$ cat config.mk
export PLATFORM = sky130hd
export DESIGN_NAME = instr_decoder
export DESIGN_NICKNAME = d
export VERILOG_FILES = /design/src/verilog/rv_isa_pkg.sv /design/src/verilog/core_pkg.sv /design/src/verilog/instr_decoder.sv
export SDC_FILE = /design/constraint.sdc
export NUM_CORES = 1
export LEC_CHECK = 0
export BUFFER_PORTS_ARGS = -buffer_cell sky130_fd_sc_hd__buf_2
export CORE_UTILIZATION = 32
export DETAILED_ROUTE_END_ITERATION = 10
export PLACE_DENSITY_LB_ADDON = 0.08
export SLEW_MARGIN = 20
export SYNTH_ARGS = -nofsm -noshare
export SYNTH_HDL_FRONTEND = slang
export SYNTH_SLANG_ARGS = --single-unit
$ cat constraint.sdc
create_clock -name vclk -period 2.9
set_clock_uncertainty 0.1 [all_clocks]
set_input_delay 0.145 -clock vclk [all_inputs]
set_output_delay 0.145 -clock vclk [all_outputs]
set_load 0.05 [all_outputs]
$ cat src/verilog/rv_isa_pkg.sv
package rv_isa_pkg;

    // Major opcodes
    localparam logic [6:0] OPC_OP     = 7'b0110011;
    localparam logic [6:0] OPC_OP_IMM = 7'b0010011;
    localparam logic [6:0] OPC_LOAD   = 7'b0000011;
    localparam logic [6:0] OPC_STORE  = 7'b0100011;

    // funct3 codes for the ALU group
    localparam logic [2:0] F3_ADD  = 3'b000;
    localparam logic [2:0] F3_SLL  = 3'b001;
    localparam logic [2:0] F3_SLT  = 3'b010;
    localparam logic [2:0] F3_SLTU = 3'b011;
    localparam logic [2:0] F3_XOR  = 3'b100;
    localparam logic [2:0] F3_SR   = 3'b101;
    localparam logic [2:0] F3_OR   = 3'b110;
    localparam logic [2:0] F3_AND  = 3'b111;

    // Word size for loads and stores
    localparam logic [2:0] F3_WORD = 3'b010;

    // Selects SUB and SRA
    localparam logic [6:0] F7_ALT = 7'b0100000;

    typedef struct packed {
        logic [6:0] funct7;
        logic [4:0] rs2;
        logic [4:0] rs1;
        logic [2:0] funct3;
        logic [4:0] rd;
        logic [6:0] opcode;
    } r_fmt_t;

    typedef struct packed {
        logic [11:0] imm;
        logic [4:0]  rs1;
        logic [2:0]  funct3;
        logic [4:0]  rd;
        logic [6:0]  opcode;
    } i_fmt_t;

    typedef struct packed {
        logic [6:0] imm_hi;
        logic [4:0] rs2;
        logic [4:0] rs1;
        logic [2:0] funct3;
        logic [4:0] imm_lo;
        logic [6:0] opcode;
    } s_fmt_t;

    // One instruction word, viewed per format
    typedef union packed {
        r_fmt_t r;
        i_fmt_t i;
        s_fmt_t s;
    } rv_instr_u;

endpackage

$ cat src/verilog/core_pkg.sv
package core_pkg;

    localparam int XLEN       = 32;
    localparam int LANES      = 2;
    localparam int REG_IDX_W  = 5;
    localparam int DMEM_WORDS = 256;
    localparam int DMEM_IDX_W = 8;

    // Lane that owns the data memory port
    localparam int MEM_LANE = 1;

    typedef enum logic [3:0] {
        ADD,
        SUB,
        SLL,
        SLT,
        SLTU,
        XOR,
        SRL,
        SRA,
        OR,
        AND
    } alu_op_e;

    // Decoded control for one lane
    typedef struct packed {
        alu_op_e              alu_op;
        logic                 use_imm;
        logic                 reg_write;
        logic                 mem_read;
        logic                 mem_write;
        logic [REG_IDX_W-1:0] rd;
        logic [XLEN-1:0]      imm;
    } ctrl_t;

    typedef struct packed {
        ctrl_t           ctrl;
        logic [XLEN-1:0] op_a;
        logic [XLEN-1:0] op_b;
    } issue_t;

    typedef struct packed {
        ctrl_t           ctrl;
        logic [XLEN-1:0] result;
        logic [XLEN-1:0] store_data;
    } exec_t;

    // Register write and retire report
    typedef struct packed {
        logic                 valid;
        logic [REG_IDX_W-1:0] rd;
        logic [XLEN-1:0]      data;
    } retire_t;

endpackage

$ cat src/verilog/instr_decoder.sv
module instr_decoder #(
    parameter int MEM_CAPABLE = 0
) (
    input  rv_isa_pkg::rv_instr_u          instr,
    input  logic                           valid,
    output core_pkg::ctrl_t                ctrl,
    output logic [core_pkg::REG_IDX_W-1:0] rs1,
    output logic [core_pkg::REG_IDX_W-1:0] rs2
);

    function automatic core_pkg::alu_op_e op_from_funct(
        input logic [2:0] funct3,
        input logic       alt
    );
        core_pkg::alu_op_e op;
        case (funct3)
            rv_isa_pkg::F3_ADD:  op = alt ? core_pkg::SUB : core_pkg::ADD;
            rv_isa_pkg::F3_SLL:  op = core_pkg::SLL;
            rv_isa_pkg::F3_SLT:  op = core_pkg::SLT;
            rv_isa_pkg::F3_SLTU: op = core_pkg::SLTU;
            rv_isa_pkg::F3_XOR:  op = core_pkg::XOR;
            rv_isa_pkg::F3_SR:   op = alt ? core_pkg::SRA : core_pkg::SRL;
            rv_isa_pkg::F3_OR:   op = core_pkg::OR;
            default:             op = core_pkg::AND;
        endcase
        return op;
    endfunction

    // Register fields sit at the same bits in every format
    assign rs1 = instr.r.rs1;
    assign rs2 = instr.r.rs2;

    always_comb
    begin
        ctrl    = '0;
        ctrl.rd = instr.r.rd;
        case (instr.r.opcode)
            rv_isa_pkg::OPC_OP:
            begin
                ctrl.alu_op    = op_from_funct(instr.r.funct3,
                                               instr.r.funct7 == rv_isa_pkg::F7_ALT);
                ctrl.reg_write = 1'b1;
            end
            rv_isa_pkg::OPC_OP_IMM:
            begin
                // Only SRAI takes the alternate form
                ctrl.alu_op    = op_from_funct(instr.i.funct3,
                                               instr.i.funct3 == rv_isa_pkg::F3_SR &&
                                               instr.i.imm[11:5] == rv_isa_pkg::F7_ALT);
                ctrl.use_imm   = 1'b1;
                ctrl.reg_write = 1'b1;
                ctrl.imm       = {{(core_pkg::XLEN-12){instr.i.imm[11]}}, instr.i.imm};
            end
            rv_isa_pkg::OPC_LOAD:
            begin
                if (MEM_CAPABLE != 0 && instr.i.funct3 == rv_isa_pkg::F3_WORD)
                begin
                    ctrl.use_imm   = 1'b1;
                    ctrl.reg_write = 1'b1;
                    ctrl.mem_read  = 1'b1;
                    ctrl.imm       = {{(core_pkg::XLEN-12){instr.i.imm[11]}}, instr.i.imm};
                end
            end
            rv_isa_pkg::OPC_STORE:
            begin
                if (MEM_CAPABLE != 0 && instr.s.funct3 == rv_isa_pkg::F3_WORD)
                begin
                    ctrl.use_imm   = 1'b1;
                    ctrl.mem_write = 1'b1;
                    ctrl.imm       = {{(core_pkg::XLEN-12){instr.s.imm_hi[6]}},
                                      instr.s.imm_hi, instr.s.imm_lo};
                end
            end
            default:
            begin
                // Unsupported opcodes leave every enable clear
            end
        endcase

        // x0 writes are dropped here
        if (!valid || ctrl.rd == '0)
        begin
            ctrl.reg_write = 1'b0;
        end
        if (!valid)
        begin
            ctrl.mem_read  = 1'b0;
            ctrl.mem_write = 1'b0;
        end
    end

endmodule

==> results.sh <==
export IMPL_cp_cell_sequence="buf_2 > nor4b_4 > and4b_4 > and2_2 > buf_2"
export IMPL_die_area_um2=1907
export IMPL_multiInputGateArea_um2=262.8
export IMPL_hold_viol=0
export IMPL_grt_overflow_total=0
export IMPL_synth_most_common_cell="buf_4"
export IMPL_fmax_ghz=0.5719
export IMPL_yosysWarnings=0
export IMPL_finalWeightedCongestion=0.6510
export IMPL_first_pass_iters=6
export IMPL_ys_types=22
export IMPL_place_hpwl_um=969
export IMPL_synthTopCellsByArea="buf_4 (50%), and2_2 (16%), nor4b_4 (4.3%), a21oi_1 (2.7%), nor2_1 (2.7%)"
export IMPL_seq_area_um2=0
export IMPL_rsz0062_at_grt="no"
export IMPL_rows=14
export IMPL_drtIter0Drc=14
export IMPL_fillers=165
export IMPL_syn_area_um2=555.5
export IMPL_yosysTopAreaCellShare_pct=50.00
export IMPL_nFlopsAndLatches=0
export IMPL_design_portCount=88
export IMPL_tns_ns=0
export IMPL_clkbuf_count=0
export IMPL_critPathKind="in2out"
export IMPL_num_vias=553
export IMPL_drv_slew=0
export IMPL_worstPathArrival_ns=1.50
export IMPL_cp_start_kind="primary input"
export IMPL_cap_viol_max_count=0
export IMPL_diodes=0
export IMPL_cts_setup_buffers=0
export IMPL_die_w_um=43.67
export IMPL_status="finished, violations left"
export IMPL_holdBufCountCts=0
export IMPL_drtAntennaViolNets=0
export IMPL_violations="DRC"
export IMPL_area_growth_pct=19.37
export IMPL_hold_start="instr[16]"
export IMPL_crit_top_cell="buf_2"
export IMPL_drive_above_1_share_pct=79.65
export IMPL_grt_pass1_vias=334
export IMPL_hp_class="in2out"
export IMPL_end_kind="primary output"
export IMPL_post_drt_wl_per_cell_um=8.496
export IMPL_setup_viol=0
export IMPL_cp_startpoint="instr[3]"
export IMPL_grt_max_degree=22
export IMPL_postSynthAreaPerCell_um2=7.310
export IMPL_leakage_nw=0.4572
export IMPL_grt_pass1_wl_mm=1.400
export IMPL_synth_largest_area_cell="buf_4"
export IMPL_design_core_area_um2=1559
export IMPL_wirelength_mm=1.096
export IMPL_synth_seq_area_share_pct=0
export IMPL_drc=9
export IMPL_power_density_nw_per_um2=124.4
export IMPL_start_util_pct=35.63
export IMPL_synth_common_cells="buf_4 (37), and2_2 (12), nor2_1 (4)"
export IMPL_synthCells=76
export IMPL_fp_dieH_um=43.67
export IMPL_port_buffer_count=76
export IMPL_critical_path_peak_fanout=21
export IMPL_viasPerCell=4.287
export IMPL_max_vdd_ir_drop_uv=55.23
export IMPL_p_total_uw=82.51
export IMPL_cp_required_ns=2.65
export IMPL_cts_resized=0
export IMPL_cp_slowest_cell="and4b_4"
export IMPL_fin_crit_ns=1.748
export IMPL_antenna_found_initial=0
export IMPL_grt_usage_pct=9.060
export IMPL_finalCritPeriodShare_pct=60.29
export IMPL_cpPeakStageDelay_ns=0.34
export IMPL_fin_nets=148
[metrics by stage]
step	setup slack (ns)	instance area, µm²	cells	hold slack (ns)	util, %
final	1.152	663.1	129	0.1900	42.54
after global routing	1.024	663.1	129	0.1901	42.54
after CTS	1.115	663.1	129	0.1903	42.54
after global placement	1.152	663.1	129	0.1903	42.54
after detailed placement	1.111	663.1	129	0.1903	42.54
after floorplan	1.173	559.3	77	0.3571	-
[cells by family after synthesis]
logic type | count (synthesis) | share of synthesized area (%)
muxes | 1 | 1.802
and+or+nand+nor | 28 | 37.61
other | 1 | 0.6750
buffers and inverters | 40 | 53.38
AOI/OAI and AO/OA | 5 | 4.954
xor gates and xnor gates | 1 | 1.577
[layer usage]
layer / part of all wire [%] / global-route usage, % / vias up
met5: 0 / 0 / -
met4: 0 / 0 / 0
met3: 18 / 1.250 / 0
met2: 47 / 17.61 / 53
met1: 35 / 11.00 / 220
li1: - / - / 280
[cells in the final DEF, fill, tap and decap left out]
cell type,count
and4b_4,1
conb_1,2
or4_1,1
buf_2,76
o211ai_1,1
and2_1,1
nand3_1,1
nand3b_1,1
nor4b_4,1
o21ai_0,1
nor4b_1,1
and2_2,12
nand2_1,1
a21oi_1,3
nor2_1,4
xnor2_1,1
mux2i_1,1
nor4_1,1
nor3b_1,2
nand2b_1,1
[where the power goes]
part	total, mW	switching [mW]	internal, mW
Combinational	0.0825	0.0561	0.0264
Sequential	0	0	0
Clock	0	0	0
[path summary, 6_finish.rpt]
| path | depth (start not counted) | endpoint | slack [ns] |
|---|---|---|---|
| hold / removal | 0 | rs1[1] | 0.19 |
| setup / recovery | 5 | ctrl[29] | 1.15 |
[worst max-delay path: cells and delay by family]
| family | cells | cell delay, ns |
|---|---|---|
| simple gates | 3 | 0.93 |
| buf+inv | 2 | 0.42 |
[area by class of cell]
class / instances / share of cell area, %
Multi-Input combinational cell: 37 / 39.62
Timing Repair Buffer: 76 / 57.36
Tap cell: 16 / 3.019
No activity file was read; power rests on OpenSTA's default activity.
