===== src/verilog/core_pkg.sv =====
package core_pkg;

    localparam int XLEN       = 32;
    localparam int LANES      = 2;
    localparam int REG_IDX_W  = 5;
    localparam int DMEM_WORDS = 256;
    localparam int DMEM_IDX_W = 8;

    // Lane that owns the data memory port
    localparam int MEM_LANE = 1;

    typedef enum logic [3:0] {
        ADD,
        SUB,
        SLL,
        SLT,
        SLTU,
        XOR,
        SRL,
        SRA,
        OR,
        AND
    } alu_op_e;

    // Decoded control for one lane
    typedef struct packed {
        alu_op_e              alu_op;
        logic                 use_imm;
        logic                 reg_write;
        logic                 mem_read;
        logic                 mem_write;
        logic [REG_IDX_W-1:0] rd;
        logic [XLEN-1:0]      imm;
    } ctrl_t;

    typedef struct packed {
        ctrl_t           ctrl;
        logic [XLEN-1:0] op_a;
        logic [XLEN-1:0] op_b;
    } issue_t;

    typedef struct packed {
        ctrl_t           ctrl;
        logic [XLEN-1:0] result;
        logic [XLEN-1:0] store_data;
    } exec_t;

    // Register write and retire report
    typedef struct packed {
        logic                 valid;
        logic [REG_IDX_W-1:0] rd;
        logic [XLEN-1:0]      data;
    } retire_t;

endpackage


===== src/verilog/alu.sv =====
module alu (
    input  logic [core_pkg::XLEN-1:0] op_a,
    input  logic [core_pkg::XLEN-1:0] op_b,
    input  logic [core_pkg::XLEN-1:0] imm,
    input  logic                      use_imm,
    input  core_pkg::alu_op_e         op,
    output logic [core_pkg::XLEN-1:0] result
);

    logic [core_pkg::XLEN-1:0] src_b;
    logic [4:0]                shamt;

    assign src_b = use_imm ? imm : op_b;
    assign shamt = src_b[4:0];

    always_comb
    begin
        case (op)
            core_pkg::ADD:  result = op_a + src_b;
            core_pkg::SUB:  result = op_a - src_b;
            core_pkg::SLL:  result = op_a << shamt;
            core_pkg::SLT:
            begin
                result = {{(core_pkg::XLEN-1){1'b0}}, $signed(op_a) < $signed(src_b)};
            end
            core_pkg::SLTU:
            begin
                result = {{(core_pkg::XLEN-1){1'b0}}, op_a < src_b};
            end
            core_pkg::XOR:  result = op_a ^ src_b;
            core_pkg::SRL:  result = op_a >> shamt;
            core_pkg::SRA:  result = $unsigned($signed(op_a) >>> shamt);
            core_pkg::OR:   result = op_a | src_b;
            core_pkg::AND:  result = op_a & src_b;
            default:        result = '0;
        endcase
    end

endmodule


===== config.mk =====
export PLATFORM = sky130hd
export DESIGN_NAME = alu
export DESIGN_NICKNAME = d
export VERILOG_FILES = /design/src/verilog/core_pkg.sv /design/src/verilog/alu.sv
export SDC_FILE = /design/constraint.sdc
export NUM_CORES = 1
export LEC_CHECK = 0
export ABC_CLOCK_PERIOD_IN_PS = 18000
export BUFFER_PORTS_ARGS = -buffer_cell sky130_fd_sc_hd__buf_2
export CAP_MARGIN = 20
export CORE_MARGIN = 3
export CORE_UTILIZATION = 35
export DETAILED_ROUTE_END_ITERATION = 10
export GPL_TIMING_DRIVEN = 1
export PLACE_DENSITY = 0.54
export SYNTH_ARGS = -nofsm -noshare
export SYNTH_HDL_FRONTEND = slang
export SYNTH_SLANG_ARGS = --single-unit
export TNS_END_PERCENT = 50

===== constraint.sdc =====
create_clock -name vclk -period 18
set_input_delay 5.4 -clock vclk [all_inputs]
set_output_delay 5.4 -clock vclk [all_outputs]
set_load 0.02 [all_outputs]

==> flow_summary.toml, run 1 <==
[outcome]
status = "completed"

[worst_setup_path]
cp_max_fo = 34
startpoint_type = "primary input"
arrival_ns = 10.36
worstPathRequired_ns = 12.60
cp-startpoint = "use_imm"
end_kind = "primary output"
criticalPathCategory = "primary input to primary output"

[global_routing]
antenna_found_initial = 0
grt_use_total_pct = 28.2
grt_max_degree = 71
grt_overflow = 0
grt_pass1_wl_um = 62500
grt_pass1_vias = 10000

[sta]
max-slew-margin-rel_pct = 41.4
max_freq_mhz = 63.5
maxSlewViolCount = 0
tightest_slew_ns = 0.874
holdWs_ns = 11.48
tns_ns = 0
report.final.setup_viol = 0
fin_ws_ns = 2.24
rsz0062_at_grt = "false"
finalHoldViolations = 0
min_period_over_period_pct = 87.5
fin_crit_ns = 15.76

[drt]
vias_per_cell = 6.41
wl_um = 41400
via_count = 10800
drt_first_pass_iters = 6
drtIter0Drc = 1434
drc = 0
drtAntennaViolNets = 0
wl_per_cell_um = 24.5

[logic_synthesis]
synth_top_family_by_area = "compound AO/OA/AOI/OAI gates"
seq_area_frac_synth_pct = 0
synthDistinctLibCells = 75
synth_compound_area_share_pct = 32.8
syn_area_um2 = 8940
postSynthCellCount = 1320
yosys_warnings = 0
synth.largest_area_cell = "mux2i_1"
synth_xor_xnor_area_share_pct = 1.76
synth-simple-area-share_pct = 19.3
muxShareOfSynthArea_pct = 23.1
synth_top_area_share_pct = 16.9
avgSynthCellArea_um2 = 6.77
synthesis.nets = 1524
synth_fa_ha_area_share_pct = 14.6
synth_area_leaders = "mux2i_1 17%, ha_1 14%, nand2_1 6.0%"

[floorplan]
die_w_um = 166
io_pins = 133
die_y_um = 166
core_um2 = 24700
start_util_pct = 36.2
die_area_um2 = 27500
num_rows = 57

[power_and_ir_drop]
pwr-share-seq_pct = 0
peakVddDrop_uv = 16.1
p_leak_nw = 4.55
switching_share_pct = 65.3
pwr-share-comb_pct = 100.0
power_density_nw_per_um2 = 39.8
pwr-share-clk_pct = 0
internal-power_w = 0.000135
switchingPower_w = 0.000254

[clock_tree]
cts_setup_buffers = 0
postCtsHoldBufs = 0
post_cts_resize_count = 0

[place]
gp_congestion = 1.04
dp_slack_ns = 2.33
place.port_buffers = 133
hpwl_um = 32200

[finish]
area_growth_pct = 9.61
num_antenna_cells = 0
layout-drive-gt1-share_pct = 15.0
seq_cells = 0
finalNetCount = 1575
ff_latch_area_um2 = 0
clock_buffers = 0

[min_path]
min_from = "op[0]"
hold_path.class = "primary input to primary output"

[job]
cap_violations = 0
synth_stat cells, drive strengths merged (4+ instances only):
library cell,number
mux2i,154
nand2,142
nor2,116
o21ai,105
a21oi,101
ha,101
inv,87
clkbuf,76
nor3,31
buf,27
nand3,27
a211oi,24
a31oi,22
o211ai,21
a221oi,19
mux4,18
a21o,16
o221ai,15
xnor2,15
a22oi,14
nor2b,10
o21bai,10
o31ai,10
or3,10
nand2b,9
o2111ai,9
and3,8
mux2,8
o22ai,8
a211o,7
o311ai,7
o31a,7
or4,6
nor4,5
a31o,4
nand4,4
o221a,4
critical path: stages:
cell	delay [ns]
buf_2	0.12
buf_4	0.55
mux2i_4	0.79
inv_2	0.50
ha_1	0.42
o2111a_1	0.30
nor3b_1	0.44
o211ai_1	0.25
a41oi_1	0.35
o21ai_0	0.29
a221oi_1	0.37
xnor2_1	0.10
a211o_1	0.30
buf_2	0.16
placed cells by master, fill, tap and decap left out, types with 4 or more instances in the layout:
cell type	count
a211o_1	7
a211oi_1	23
a21o_1	16
a21oi_1	101
a221oi_1	19
a22oi_1	14
a31o_2	4
a31oi_1	22
and3_1	8
buf_2	133
buf_4	18
ha_1	101
inv_1	84
mux2_2	8
mux2i_1	149
mux2i_4	5
mux4_2	18
nand2_1	142
nand2b_1	9
nand3_1	27
nand4_1	4
nor2_1	115
nor2b_1	10
nor3_1	30
nor4_1	5
o2111ai_1	9
o211ai_1	21
o21ai_0	105
o21bai_1	10
o221a_2	4
o221ai_1	15
o22ai_1	8
o311ai_0	7
o31a_1	7
o31ai_1	10
or3_1	10
or4_1	6
xnor2_1	15
power by group through the flow:
stage / sequential (W) / combinational [W] / clock (W)
after detailed placement: 0 / 0.000377 / 0
after CTS: 0 / 0.000379 / 0
after floorplan: 0 / 0.000257 / 0
after global placement: 0 / 0.000379 / 0
after global routing: 0 / 0.000419 / 0
final: 0 / 0.000390 / 0
final timing paths:
kind          to  slack (ns)  depth (start not counted)
max   result[28]        2.24                         14
min   result[27]       11.48                          4
stage by stage:
step / util, % / total power [W] / cells / cell area (um^2)
after floorplan: - / 0.000257 / 1320 / 8940
after global placement: 39.6 / 0.000379 / 1692 / 9780
after detailed placement: 39.6 / 0.000377 / 1692 / 9780
after CTS: 39.6 / 0.000379 / 1692 / 9780
after global routing: 39.7 / 0.000419 / 1693 / 9790
final: 39.7 / 0.000390 / 1693 / 9790
cells by family (layout without fill, tap and decap cells):
| kind of cell | after synthesis | count (layout) |
|---|---|---|
| AOI/OAI and AO/OA | 441 | 441 |
| and+or+nand+nor | 385 | 385 |
| buffers and inverters | 193 | 242 |
| muxes | 180 | 180 |
| adders and majority gates | 103 | 103 |
| xor gates and xnor gates | 18 | 18 |
layer usage:
metal / global-route usage [%] / vias to the layer above / share of wire (%)
li1: - / 5007 / -
met5: 0 / - / 0
met1: 41.5 / 5195 / 45
met3: 4.45 / 67 / 9.6
met2: 43.4 / 575 / 43
met4: 5.86 / 0 / 2.6
final cells by class:
class | instances | area (um^2)
fillers | 2703 | 14900
multi-input cells | 1127 | 8240
repair buffers | 152 | 813
well taps | 324 | 405
inverters | 90 | 338
(Power assumes the default switching activity.)
==> run 2: changes to the inputs <==
CORE_UTILIZATION = 26   (was 35)
PLACE_DENSITY = 0.44   (was 0.54)
==> flow_summary.toml, run 2 (synthesis results as in run 1) <==
[sta]
finalHoldViolations = 0
max-slew-margin-rel_pct = 34.6
min_period_over_period_pct = 85.4
tns_ns = 0
fin_crit_ns = 15.37
rsz0062_at_grt = "false"
max_freq_mhz = 65.0
report.final.setup_viol = 0
tightest_slew_ns = 0.979
maxSlewViolCount = 0

[clock_tree]
cts_setup_buffers = 0
post_cts_resize_count = 0
postCtsHoldBufs = 0

[drt]
wl_per_cell_um = 24.9
drtAntennaViolNets = 0
wl_um = 45300
drt_first_pass_iters = 6
vias_per_cell = 5.94
drtIter0Drc = 1455
drc = 0
via_count = 10800

[finish]
multiInputGateArea_um2 = 8240
layout-drive-gt1-share_pct = 15.1
ff_latch_area_um2 = 0
area_growth_pct = 11.4
seq_cells = 0
final_cell_mix = "149 x mux2i_1, 142 x nand2_1, 133 x buf_2"
fill_cells = 3795
finalNetCount = 1576
utilization_pct = 29.5
num_antenna_cells = 0
layout_commonest_cell = "mux2i_1"
clock_buffers = 0

[worst_setup_path]
criticalPathCategory = "primary input to primary output"
arrival_ns = 9.97
worst_path_max_delay_cell = "buf_4"
end_kind = "primary output"
cp_num_buf_inv = 4
path_cells = "buf_2, buf_4, mux2i_4, buf_4, ha_1, nor2b_1, o21bai_1, a31o_2, a21oi_1, o21bai_1, a21o_1, a211oi_1, o21ai_0, a221o_1, buf_2"
cp_max_fo = 53
startpoint_type = "primary input"
max_stage_delay_ns = 0.56
worstPathRequired_ns = 12.60
crit_family = "compound AO/OA/AOI/OAI gates"

[global_routing]
grt_pass1_vias = 10400
grt_use_total_pct = 23.6
antenna_found_initial = 0
grt_max_degree = 62
grt_pass1_wl_um = 67100
grt_overflow = 0

[floorplan]
io_pins = 133
core_um2 = 33700
die_area_um2 = 36600
num_rows = 67
start_util_pct = 26.5
die_y_um = 191
die_w_um = 191

[place]
hpwl_um = 35700
place.port_buffers = 133
gp_congestion = 0.982

[outcome]
status = "completed"

[power_and_ir_drop]
peakVddDrop_uv = 10.9
power_density_nw_per_um2 = 39.9
p_leak_nw = 4.54

[min_path]
hold_path.class = "primary input to primary output"

[job]
cap_violations = 0
## run 2: cell count changes in the layout (fill, tap and decap cells not counted)
cell / before / now
buf_4: 18 / 20
dlymetal6s2s_1: 1 / 0
## run 2: final timing paths
path,start,endpoint,slack [ns],depth (start not counted)
setup / recovery,use_imm,result[0],2.63,15
hold / removal,op[0],result[30],11.50,4
## run 2: final cells by class
type                       instances  share of cell area (%)
multi-input combinational       1127                    82.8
timing repair buffer             153                    8.20
tap                              448                    5.63
inverter                          90                    3.39
## run 2: report_power, final
group / switching, W / internal (W)
clock: 0 / 0
combinational: 0.000262 / 0.000135
sequential: 0 / 0
## run 2: stage by stage
stage | cells | setup WS (ns) | total power [W] | hold slack, ns | instance area (um^2)
6_report | 1818 | 2.63 | 0.000397 | 11.50 | 9950
5_1_grt | 1818 | 2.29 | 0.000427 | 11.53 | 9950
4_1_cts | 1818 | 2.65 | 0.000390 | 11.50 | 9950
3_5_place_dp | 1818 | 2.66 | 0.000387 | 11.50 | 9950
3_3_place_gp | 1818 | 2.70 | 0.000391 | 11.50 | 9950
2_1_floorplan | 1320 | 2.95 | 0.000257 | 11.21 | 8940
## run 2: tightest hold or removal path, cell delays in order
cell,delay (ns)
buf_2,0.27
o2111ai_1,0.18
nand3_1,0.08
buf_2,0.16
## run 2: metal layers
layer	global-route usage [%]	wire, um	vias up	share of wire (%)
li1	-	-	5019	-
met1	34.2	20400	5203	45
met2	37.2	19900	512	44
met3	2.81	3540	69	7.8
met4	5.67	1410	0	3.1
met5	0	0	-	0
